--- config.mk ---
export PLATFORM = sky130hd
export DESIGN_NAME = ccu_top
export DESIGN_NICKNAME = d
export VERILOG_FILES = /design/src/hdl/ccu_pkg.sv /design/src/hdl/stream_fork.sv /design/src/hdl/wb_line_master.sv /design/src/hdl/ccu_read_snoop.sv /design/src/hdl/ccu_top.sv
export SDC_FILE = /design/constraint.sdc
export NUM_CORES = 1
export LEC_CHECK = 0
export BUFFER_PORTS_ARGS = -buffer_cell sky130_fd_sc_hd__buf_2
export CORE_ASPECT_RATIO = 1.1
export CORE_UTILIZATION = 52
export CTS_CLUSTER_DIAMETER = 200
export CTS_CLUSTER_SIZE = 14
export DETAILED_ROUTE_END_ITERATION = 10
export PLACE_DENSITY = 0.85
export SYNTH_ARGS = -nofsm -noshare
export SYNTH_HDL_FRONTEND = slang
export SYNTH_SLANG_ARGS = --single-unit
--- constraint.sdc ---
create_clock -name clk_i -period 6.46 [get_ports clk_i]
set_clock_uncertainty 0.05 [all_clocks]
set_input_delay 1.292 -clock clk_i [delete_from_list [all_inputs] [get_ports clk_i]]
set_output_delay 1.292 -clock clk_i [all_outputs]
set_load 0.03 [all_outputs]
--- src/hdl/ccu_pkg.sv ---
package ccu_pkg;

    // Widths that carry a meaning
    typedef logic [31:0] addr_t;
    typedef logic [31:0] data_t;
    typedef logic [3:0]  id_t;

    // Read snoop opcodes, ACE encoding
    typedef enum logic [3:0] {
        READ_SHARED = 4'b0001,
        READ_CLEAN  = 4'b0010,
        READ_UNIQUE = 4'b0111
    } snoop_op_e;

    // Snoop response on CR
    typedef struct packed {
        logic data_transfer;
        logic error;
        logic pass_dirty;
        logic is_shared;
        logic was_unique;
    } cr_resp_t;

    // R response, bits 1:0 hold the error code (2 is slave error)
    typedef logic [3:0] rresp_t;

    localparam int unsigned RESP_SHARED     = 3;
    localparam int unsigned RESP_PASS_DIRTY = 2;

    typedef struct packed {
        addr_t     addr;
        id_t       id;
        snoop_op_e snoop_op;
        logic      accepts_dirty;
    } ar_req_t;

    typedef struct packed {
        data_t  data;
        id_t    id;
        rresp_t resp;
        logic   last;
    } r_beat_t;

    typedef struct packed {
        addr_t     addr;
        snoop_op_e snoop_op;
    } ac_req_t;

    typedef struct packed {
        data_t data;
        logic  last;
    } cd_beat_t;

    // One whole line to or from memory
    typedef struct packed {
        addr_t addr;
        logic  write;
    } mem_cmd_t;

    // Wishbone classic, master side
    typedef struct packed {
        logic       cyc;
        logic       stb;
        logic       we;
        addr_t      adr;
        data_t      dat;
        logic [3:0] sel;
    } wb_req_t;

    typedef struct packed {
        data_t dat;
        logic  ack;
    } wb_rsp_t;

endpackage

--- src/hdl/stream_fork.sv ---
`timescale 1ns/1ps

module stream_fork #(
    parameter int unsigned N_OUP = 2
) (
    input  logic             clk_i,
    input  logic             rst_ni,
    input  logic             valid_i,
    output logic             ready_o,
    input  logic [N_OUP-1:0] sel_i,
    output logic [N_OUP-1:0] valid_o,
    input  logic [N_OUP-1:0] ready_i
);

    // Outputs that have already taken the current beat
    logic [N_OUP-1:0] done_q;
    logic [N_OUP-1:0] taken;

    // Offer the beat only where it is selected and not yet taken
    assign valid_o = {N_OUP{valid_i}} & sel_i & ~done_q;

    assign taken = done_q | (valid_o & ready_i);

    // Consume the input once every selected output is served
    // An empty select consumes it right away
    assign ready_o = &(~sel_i | taken);

    always_ff @(posedge clk_i or negedge rst_ni) begin
        if (!rst_ni) begin
            done_q <= '0;
        end else if (valid_i) begin
            if (ready_o) begin
                done_q <= '0;
            end else begin
                done_q <= taken;
            end
        end
    end

endmodule

--- src/hdl/wb_line_master.sv ---
`timescale 1ns/1ps

module wb_line_master import ccu_pkg::*; #(
    parameter int unsigned LINE_BEATS = 4
) (
    input  logic     clk_i,
    input  logic     rst_ni,
    input  logic     cmd_valid_i,
    output logic     cmd_ready_o,
    input  mem_cmd_t cmd_i,
    input  logic     wdata_valid_i,
    output logic     wdata_ready_o,
    input  data_t    wdata_i,
    output logic     rdata_valid_o,
    input  logic     rdata_ready_i,
    output data_t    rdata_o,
    output wb_req_t  wb_o,
    input  wb_rsp_t  wb_i
);

    localparam int unsigned CNT_W = $clog2(LINE_BEATS);

    typedef enum logic [1:0] {IDLE, WRITE, READ} state_e;

    state_e           state_q;
    logic [CNT_W-1:0] beat_q;
    addr_t            adr_q;
    logic             rvalid_q;
    data_t            rdata_q;
    logic             beat_done;
    logic             last_beat;

    assign last_beat = (beat_q == CNT_W'(LINE_BEATS - 1));
    assign beat_done = wb_o.stb && wb_i.ack;

    assign cmd_ready_o   = (state_q == IDLE);
    assign wdata_ready_o = (state_q == WRITE) && wb_i.ack;
    assign rdata_valid_o = rvalid_q;
    assign rdata_o       = rdata_q;

    always_comb begin
        wb_o.cyc = (state_q != IDLE);
        wb_o.we  = (state_q == WRITE);
        wb_o.adr = adr_q;
        wb_o.sel = '1;
        wb_o.dat = (state_q == WRITE) ? wdata_i : '0;
        unique case (state_q)
            // One strobe per write beat, held until ack
            WRITE: wb_o.stb = wdata_valid_i;
            // Wait for room in the read buffer
            READ:    wb_o.stb = !rvalid_q || rdata_ready_i;
            default: wb_o.stb = 1'b0;
        endcase
    end

    always_ff @(posedge clk_i or negedge rst_ni) begin
        if (!rst_ni) begin
            state_q  <= IDLE;
            beat_q   <= '0;
            rvalid_q <= 1'b0;
        end else begin
            if (rdata_valid_o && rdata_ready_i) begin
                rvalid_q <= 1'b0;
            end
            if (state_q == IDLE) begin
                if (cmd_valid_i) begin
                    state_q <= cmd_i.write ? WRITE : READ;
                    beat_q  <= '0;
                end
            end else if (beat_done) begin
                // A new read word wins over the buffer being emptied
                if (state_q == READ) begin
                    rvalid_q <= 1'b1;
                end
                beat_q <= beat_q + CNT_W'(1);
                if (last_beat) begin
                    state_q <= IDLE;
                end
            end
        end
    end

    always_ff @(posedge clk_i) begin
        if (cmd_valid_i && cmd_ready_o) begin
            adr_q <= cmd_i.addr;
        end else if (beat_done) begin
            adr_q <= adr_q + 32'd4;
        end
        if (beat_done && state_q == READ) begin
            rdata_q <= wb_i.dat;
        end
    end

endmodule

--- src/hdl/ccu_read_snoop.sv ---
`timescale 1ns/1ps

module ccu_read_snoop import ccu_pkg::*; #(
    parameter int unsigned LINE_BEATS = 4
) (
    input  logic     clk_i,
    input  logic     rst_ni,
    // Initiator
    input  logic     ar_valid_i,
    output logic     ar_ready_o,
    input  ar_req_t  ar_i,
    output logic     r_valid_o,
    input  logic     r_ready_i,
    output r_beat_t  r_o,
    // Peer cache
    output logic     ac_valid_o,
    input  logic     ac_ready_i,
    output ac_req_t  ac_o,
    input  logic     cr_valid_i,
    output logic     cr_ready_o,
    input  cr_resp_t cr_i,
    input  logic     cd_valid_i,
    output logic     cd_ready_o,
    input  cd_beat_t cd_i,
    // Memory line master
    output logic     mem_cmd_valid_o,
    input  logic     mem_cmd_ready_i,
    output mem_cmd_t mem_cmd_o,
    output logic     mw_valid_o,
    input  logic     mw_ready_i,
    output data_t    mw_data_o,
    input  logic     mr_valid_i,
    output logic     mr_ready_o,
    input  data_t    mr_data_i
);

    localparam int unsigned CNT_W  = $clog2(LINE_BEATS);
    // Fork outputs
    localparam int unsigned R_IDX  = 0;
    localparam int unsigned MW_IDX = 1;

    typedef enum logic [2:0] {
        SNOOP_REQ,
        SNOOP_RESP,
        WRITE_CD,
        IGNORE_CD,
        READ_MEM
    } state_e;

    state_e           state_q, state_d;
    ar_req_t          ar_q;
    logic [1:0]       sel_q, sel_d;
    logic             shared_q, shared_d;
    logic             dirty_q, dirty_d;
    logic             cmd_pend_q, cmd_pend_d;
    logic             r_done_q, r_done_d;
    logic             w_done_q, w_done_d;
    logic [CNT_W-1:0] beat_q;
    logic             ac_hs, r_hs, cd_hs, mw_hs;
    logic             r_last_hs, mw_last_hs;
    logic             cd_active;
    logic             fork_ready;
    logic [1:0]       fork_valid;
    logic [1:0]       out_ready;

    assign ac_hs      = ac_valid_o && ac_ready_i;
    assign r_hs       = r_valid_o && r_ready_i;
    assign cd_hs      = cd_valid_i && cd_ready_o;
    assign mw_hs      = mw_valid_o && mw_ready_i;
    assign r_last_hs  = r_hs && r_o.last;
    // The write beat of the CD last word completes on the final ack
    assign mw_last_hs = mw_hs && cd_i.last;

    assign cd_active  = (state_q == WRITE_CD) || (state_q == IGNORE_CD);
    assign cd_ready_o = cd_active && fork_ready;
    assign out_ready  = {mw_ready_i, r_ready_i};
    assign mw_valid_o = fork_valid[MW_IDX];
    assign mw_data_o  = cd_i.data;
    assign cr_ready_o = (state_q == SNOOP_RESP);

    assign mem_cmd_valid_o = cmd_pend_q;
    assign mem_cmd_o.addr  = ar_q.addr;
    assign mem_cmd_o.write = (state_q == WRITE_CD);

    always_comb begin
        ar_ready_o    = 1'b0;
        ac_valid_o    = 1'b0;
        ac_o.addr     = ar_i.addr;
        ac_o.snoop_op = ar_i.snoop_op;
        r_valid_o     = 1'b0;
        mr_ready_o    = 1'b0;
        r_o.data      = cd_i.data;
        r_o.id        = ar_q.id;
        r_o.resp      = '0;
        r_o.last      = (beat_q == CNT_W'(LINE_BEATS - 1));
        case (state_q)
            // AR goes through only together with AC
            SNOOP_REQ: begin
                ac_valid_o = ar_valid_i;
                ar_ready_o = ac_ready_i;
            end
            WRITE_CD: begin
                r_valid_o                 = fork_valid[R_IDX];
                r_o.resp[RESP_SHARED]     = shared_q;
                r_o.resp[RESP_PASS_DIRTY] = dirty_q;
            end
            READ_MEM: begin
                r_valid_o  = mr_valid_i;
                r_o.data   = mr_data_i;
                mr_ready_o = r_ready_i;
            end
            default: begin
            end
        endcase
    end

    always_comb begin
        state_d    = state_q;
        sel_d      = sel_q;
        shared_d   = shared_q;
        dirty_d    = dirty_q;
        cmd_pend_d = cmd_pend_q && !mem_cmd_ready_i;
        r_done_d   = r_done_q || r_last_hs;
        w_done_d   = w_done_q || mw_last_hs;
        case (state_q)
            SNOOP_REQ: begin
                r_done_d = 1'b0;
                w_done_d = 1'b0;
                if (ac_hs) begin
                    state_d = SNOOP_RESP;
                end
            end
            SNOOP_RESP: begin
                if (cr_valid_i) begin
                    sel_d    = '0;
                    shared_d = cr_i.is_shared;
                    dirty_d  = 1'b0;
                    if (cr_i.data_transfer && !cr_i.error) begin
                        state_d        = WRITE_CD;
                        sel_d[R_IDX]   = 1'b1;
                        if (cr_i.pass_dirty) begin
                            if (ar_q.accepts_dirty) begin
                                dirty_d = 1'b1;
                            end else begin
                                // Initiator refuses dirty data, write it back too
                                sel_d[MW_IDX] = 1'b1;
                                cmd_pend_d    = 1'b1;
                            end
                        end
                    end else if (cr_i.data_transfer) begin
                        state_d = IGNORE_CD;
                    end else begin
                        state_d    = READ_MEM;
                        cmd_pend_d = 1'b1;
                    end
                end
            end
            // Done after R last and, with write-back, the final memory ack
            WRITE_CD: begin
                if (r_done_d && (w_done_d || !sel_q[MW_IDX])) begin
                    state_d = SNOOP_REQ;
                end
            end
            IGNORE_CD: begin
                if (cd_hs && cd_i.last) begin
                    state_d    = READ_MEM;
                    cmd_pend_d = 1'b1;
                end
            end
            READ_MEM: begin
                if (r_last_hs) begin
                    state_d = SNOOP_REQ;
                end
            end
            default: state_d = SNOOP_REQ;
        endcase
    end

    always_ff @(posedge clk_i or negedge rst_ni) begin
        if (!rst_ni) begin
            state_q    <= SNOOP_REQ;
            sel_q      <= '0;
            shared_q   <= 1'b0;
            dirty_q    <= 1'b0;
            cmd_pend_q <= 1'b0;
            r_done_q   <= 1'b0;
            w_done_q   <= 1'b0;
            beat_q     <= '0;
        end else begin
            state_q    <= state_d;
            sel_q      <= sel_d;
            shared_q   <= shared_d;
            dirty_q    <= dirty_d;
            cmd_pend_q <= cmd_pend_d;
            r_done_q   <= r_done_d;
            w_done_q   <= w_done_d;
            if (state_q == SNOOP_REQ) begin
                beat_q <= '0;
            end else if (r_hs) begin
                beat_q <= beat_q + CNT_W'(1);
            end
        end
    end

    always_ff @(posedge clk_i) begin
        if (ac_hs) begin
            ar_q <= ar_i;
        end
    end

    // CD split between initiator R and memory write-back
    stream_fork #(
        .N_OUP (2)
    ) i_cd_fork (
        .clk_i   (clk_i),
        .rst_ni  (rst_ni),
        .valid_i (cd_valid_i && cd_active),
        .ready_o (fork_ready),
        .sel_i   (sel_q),
        .valid_o (fork_valid),
        .ready_i (out_ready)
    );

endmodule

--- src/hdl/ccu_top.sv ---
`timescale 1ns/1ps

module ccu_top import ccu_pkg::*; #(
    parameter int unsigned LINE_BEATS = 4
) (
    input  logic     clk_i,
    input  logic     rst_ni,
    input  logic     ar_valid_i,
    output logic     ar_ready_o,
    input  ar_req_t  ar_i,
    output logic     r_valid_o,
    input  logic     r_ready_i,
    output r_beat_t  r_o,
    output logic     ac_valid_o,
    input  logic     ac_ready_i,
    output ac_req_t  ac_o,
    input  logic     cr_valid_i,
    output logic     cr_ready_o,
    input  cr_resp_t cr_i,
    input  logic     cd_valid_i,
    output logic     cd_ready_o,
    input  cd_beat_t cd_i,
    output wb_req_t  wb_o,
    input  wb_rsp_t  wb_i
);

    // Line command and data streams to the memory master
    logic     mem_cmd_valid;
    logic     mem_cmd_ready;
    mem_cmd_t mem_cmd;
    logic     mw_valid;
    logic     mw_ready;
    data_t    mw_data;
    logic     mr_valid;
    logic     mr_ready;
    data_t    mr_data;

    ccu_read_snoop #(
        .LINE_BEATS (LINE_BEATS)
    ) i_read_snoop (
        .clk_i           (clk_i),
        .rst_ni          (rst_ni),
        .ar_valid_i      (ar_valid_i),
        .ar_ready_o      (ar_ready_o),
        .ar_i            (ar_i),
        .r_valid_o       (r_valid_o),
        .r_ready_i       (r_ready_i),
        .r_o             (r_o),
        .ac_valid_o      (ac_valid_o),
        .ac_ready_i      (ac_ready_i),
        .ac_o            (ac_o),
        .cr_valid_i      (cr_valid_i),
        .cr_ready_o      (cr_ready_o),
        .cr_i            (cr_i),
        .cd_valid_i      (cd_valid_i),
        .cd_ready_o      (cd_ready_o),
        .cd_i            (cd_i),
        .mem_cmd_valid_o (mem_cmd_valid),
        .mem_cmd_ready_i (mem_cmd_ready),
        .mem_cmd_o       (mem_cmd),
        .mw_valid_o      (mw_valid),
        .mw_ready_i      (mw_ready),
        .mw_data_o       (mw_data),
        .mr_valid_i      (mr_valid),
        .mr_ready_o      (mr_ready),
        .mr_data_i       (mr_data)
    );

    wb_line_master #(
        .LINE_BEATS (LINE_BEATS)
    ) i_wb_master (
        .clk_i         (clk_i),
        .rst_ni        (rst_ni),
        .cmd_valid_i   (mem_cmd_valid),
        .cmd_ready_o   (mem_cmd_ready),
        .cmd_i         (mem_cmd),
        .wdata_valid_i (mw_valid),
        .wdata_ready_o (mw_ready),
        .wdata_i       (mw_data),
        .rdata_valid_o (mr_valid),
        .rdata_ready_i (mr_ready),
        .rdata_o       (mr_data),
        .wb_o          (wb_o),
        .wb_i          (wb_i)
    );

endmodule

==> impl.org <==
** Critical path
- In this run the worst path has a maximum fanout of 36.
- R2R cell count :: 6
- The worst register-to-register path has a setup slack of 3070 ps.
- STA classifies the critical path endpoint as an output port.
- The startpoint identified for the worst register-to-register timing path is i_wb_master.state_q[1]$_DFFE_PN0P_.
- The worst setup path is launched from a flip-flop.
- At the worst endpoint, the arrival time is 2730 ps.
- WP data required :: 5120 ps
- The critical path is of the flip-flop to output port type.
- In this run the critical register-to-register path is captured at i_wb_master.rdata_o[27]$_DFFE_PP_.

** Placement
- Number of buffers inserted by port buffering :: 256
- Detailed placement finished with a half-perimeter wire length of 11400 um.
- Placed Cells incl. Taps :: 865
- The congestion estimate from routability-driven global placement came to 0.868.

** Clock network
- Quantity of hold-fixing buffers added after cts :: 0
- In this run the deepest clock path goes through 2 buffers.
- After clock tree synthesis, the clock-pin slew on the worst setup and hold paths is around 50 ps.
- Sinks on the clock net :: 120
- Post-CTS repair changed the size of 0 cells.
- TritonCTS clock tree :: yes
- TritonCTS created 17 clock buffers.
- For the worst-skew pair, the clock arrives at the later sink with an insertion delay of 410 ps.
- Clock root buffer master :: sky130_fd_sc_hd__clkbuf_16
- In this run the number of H-tree levels came out at 4.
- Post-CTS timing repair inserted 0 buffers for setup.

** Drt
- Number of nets with antenna violations after routing :: 0
- Across all layers, the routed design uses 4913 vias.
- Detailed-routing iteration count for the pre-antenna-repair pass :: 5
- The detailed router finished its first iteration with 295 violations.
- Metal3 WL :: 1220 um
- WL met1 :: 5920 um
- Residual DRC :: 0
- Met2 routed wirelength :: 7930 um
- Dividing the detail-routed wire length by the instance count gives 17.2 um.
- Ratio of routed vias to standard cells :: 5.48
- Signal routing reaches up to met5.
- For this block, the routed nets add up to 15400 um of wire.

** STA
- At the pin with the least slew margin, the transition time is 1060 ps.
- Final slew viol count :: 0
- Max Freq :: between 0.2 and 0.25 GHz
- Total Neg Setup Slack :: 0 ps
- Headroom to the max-slew limit came out at 29.4%.
- Min cycle time layout :: 4070 ps
- Final setup fails :: 0
- Setup repair after global routing left no endpoint under its margin.
- In the finished design, the share of the clock period the worst path needs comes to a little over three fifths.
- Final hold viol count :: 0

** Die
- The floorplan has 41 rows.
- During I/O placement, the number of pins put on the boundary was 272.
- Horizontal die dimension :: 106 um
- Die span in y :: ~120 um
- Starting density of the core :: a little over half
- The core region is about 11000 um2.
- The die covers 12300 um2.

** Yosys
- For this run, the register share of the synthesized area comes to 57.0%.
- After synthesis the cells add up to 6160 um2.
- Of all flip-flops after synthesis, the portion carrying an async set or reset was between 10% and 20%.
- Gate count of the mapped netlist :: roughly 530
- Dominant cell type by area after synthesis :: sky130_fd_sc_hd__edfxtp_1
- Primary flip-flop cell chosen by synthesis mapping :: sky130_fd_sc_hd__edfxtp_1
- The synthesized design devotes to its leading area cell type 49.3% of total area.
- A synthesized cell averages ~12 um2.
- Yosys warning count :: 0
- Post-synth EDFFs :: 101
- Synth unique cells :: 55
- Counting flops and latches in the post-synthesis netlist gives 120.
- By area the synthesized netlist is led by sky130_fd_sc_hd__edfxtp_1, sky130_fd_sc_hd__dfrtp_1, sky130_fd_sc_hd__mux2_2.

** Power
- For this design the static power due to leakage is 3.19 nW.
- In this run the power density over the cells is 243 nW/um2.
- Maximum vdd ir drop :: 0.189 mV

** Hold path
- Origin of the worst min-delay path :: i_read_snoop.ar_q[0]$_DFFE_PP_
- Hold Path Cell Cnt :: 1
- The worst hold path belongs to the class flip-flop to flip-flop.
- Hold path endpoint :: i_read_snoop.sel_q[1]$_DFFE_PN0P_

** Outcome
- The flow ran to the end, and the final reports show no timing, DRC or antenna violations.

** Final layout
- 0 antenna diodes ended up in the layout.
- Filler-free cell count of the finished design :: 897
- Synth-to-layout area growth :: 26.1%
- In the final layout, the share of cells above drive strength 1 is a little over two fifths.
- Registers take 3510 um2.
- Most common cell after layout, fill and taps aside :: sky130_fd_sc_hd__buf_2
- Multi-input gate area :: between 2000 and 2500 um2
- Number of inserted filler cells in the final layout :: 885
- Post-layout nets :: 859
- The top cell types in the final layout, fill and taps aside, are sky130_fd_sc_hd__buf_2, sky130_fd_sc_hd__edfxtp_1, sky130_fd_sc_hd__and2_1.

** Job
- Maxcap violations :: 0

** Global route
- Global routing consumed, over all layers together, 25.2% of the routing resources.
- Number of antenna violations at the first check in global routing :: 1
- Global-route wire length before repair :: 23300 um
- Overall overflow remaining after global route :: 0
- Maximum number of pins on one net before global-route repair :: 38
- The via count of the first global-routing pass is 4753.
[cells by family after synthesis]
group           Yosys count  synth area share, %
compound gates           80                 8.52
buf+inv                  89                 8.37
mux                      36                 6.57
xor+xnor                 14                 1.99
fa+ha+maj                 6                 1.22
other cells               2                0.122
flops                   120                 57.0
simple gates            178                 16.2
[critical path, stage by stage, from the launching register on]
cell and delay [ps]:
sky130_fd_sc_hd__dfrtp_1 420, sky130_fd_sc_hd__inv_1 90, sky130_fd_sc_hd__ha_1 860, sky130_fd_sc_hd__a31oi_1 250, sky130_fd_sc_hd__a2111oi_0 430, sky130_fd_sc_hd__buf_2 270
[synthesized netlist by cell type, drive strengths merged, types with 2 or more instances]
cell type,n
nand4,7
buf,48
or4,13
and3,8
and3b,2
a21oi,6
nor4,4
edfxtp,101
nor2,23
xor2,4
xnor2,10
o211ai,2
o31ai,13
o21a,2
nor3,4
nor2b,4
dfrtp,19
o21ai,24
and4,2
nor3b,4
nand2,37
clkbuf,24
or3,3
inv,17
a211oi,3
a22oi,2
conb,2
mux2,35
or2,3
a31oi,16
ha,6
and2,41
nand3,19
[area by class of cell]
type,instances,area share (%)
Clock buffer,21,5.67
Clock inverter,11,1.37
Inverter,17,0.822
Multi-Input combinational cell,320,27.8
Sequential cell,120,45.2
Tap cell,150,2.42
Timing Repair Buffer,258,16.7
[where the power goes]
| group | internal, W | total, W | leakage (nW) | switching [W] |
|---|---|---|---|---|
| Combinational | 0.0000591 | 0.000169 | 1.88 | 0.000110 |
| Clock | 0.000559 | 0.000879 | 0.265 | 0.000320 |
| Sequential | 0.000837 | 0.000837 | 1.04 | 0 |
[metal layers]
layer | vias to the layer above | GRT usage (%)
met5 | - | 0
li1 | 2297 | -
met4 | 2 | 11.4
met2 | 242 | 44.2
met1 | 2346 | 28.8
met3 | 26 | 7.48
[worst max-delay path by stage]
| stage | startpoint | end | cells past startpoint |
|---|---|---|---|
| after global placement | cd_valid_i | cd_ready_o | 5 |
| after CTS | i_wb_master.state_q[1]$_DFFE_PN0P_ | cd_ready_o | 5 |
| final | i_wb_master.state_q[1]$_DFFE_PN0P_ | cd_ready_o | 5 |
| after floorplan | cd_valid_i | cd_ready_o | 4 |
| after detailed placement | cd_valid_i | cd_ready_o | 5 |
| after global routing | i_wb_master.state_q[1]$_DFFE_PN0P_ | cd_ready_o | 5 |
[metrics by stage]
| stage | total power, W | hold slack, ps | setup WS [ps] | area, um2 | util (%) |
|---|---|---|---|---|---|
| after floorplan | 0.000968 | 392 | 1780 | 6170 | - |
| after global placement | 0.00102 | 419 | 2560 | 7220 | 62.8 |
| after detailed placement | 0.00102 | 436 | 2560 | 7220 | 62.8 |
| after CTS | 0.00190 | 439 | 2410 | 7760 | 67.6 |
| after global routing | 0.00194 | 461 | 2190 | 7760 | 67.6 |
| final | 0.00189 | 443 | 2390 | 7760 | 67.6 |
[state kept, by name, summed over array words and instances (netlist names), 2 cells and up]
name and flops:
i_wb_master.state_q 2, i_read_snoop.mem_cmd_o 32, i_read_snoop.state_q 3, i_wb_master.beat_q 2, i_wb_master.rdata_o 32, i_read_snoop.beat_q 2, i_wb_master.adr_q 32, i_read_snoop.i_cd_fork.done_q 2
i_read_snoop.r_o 4, i_read_snoop.sel_q 2
Power figures use the tool's default switching activity.
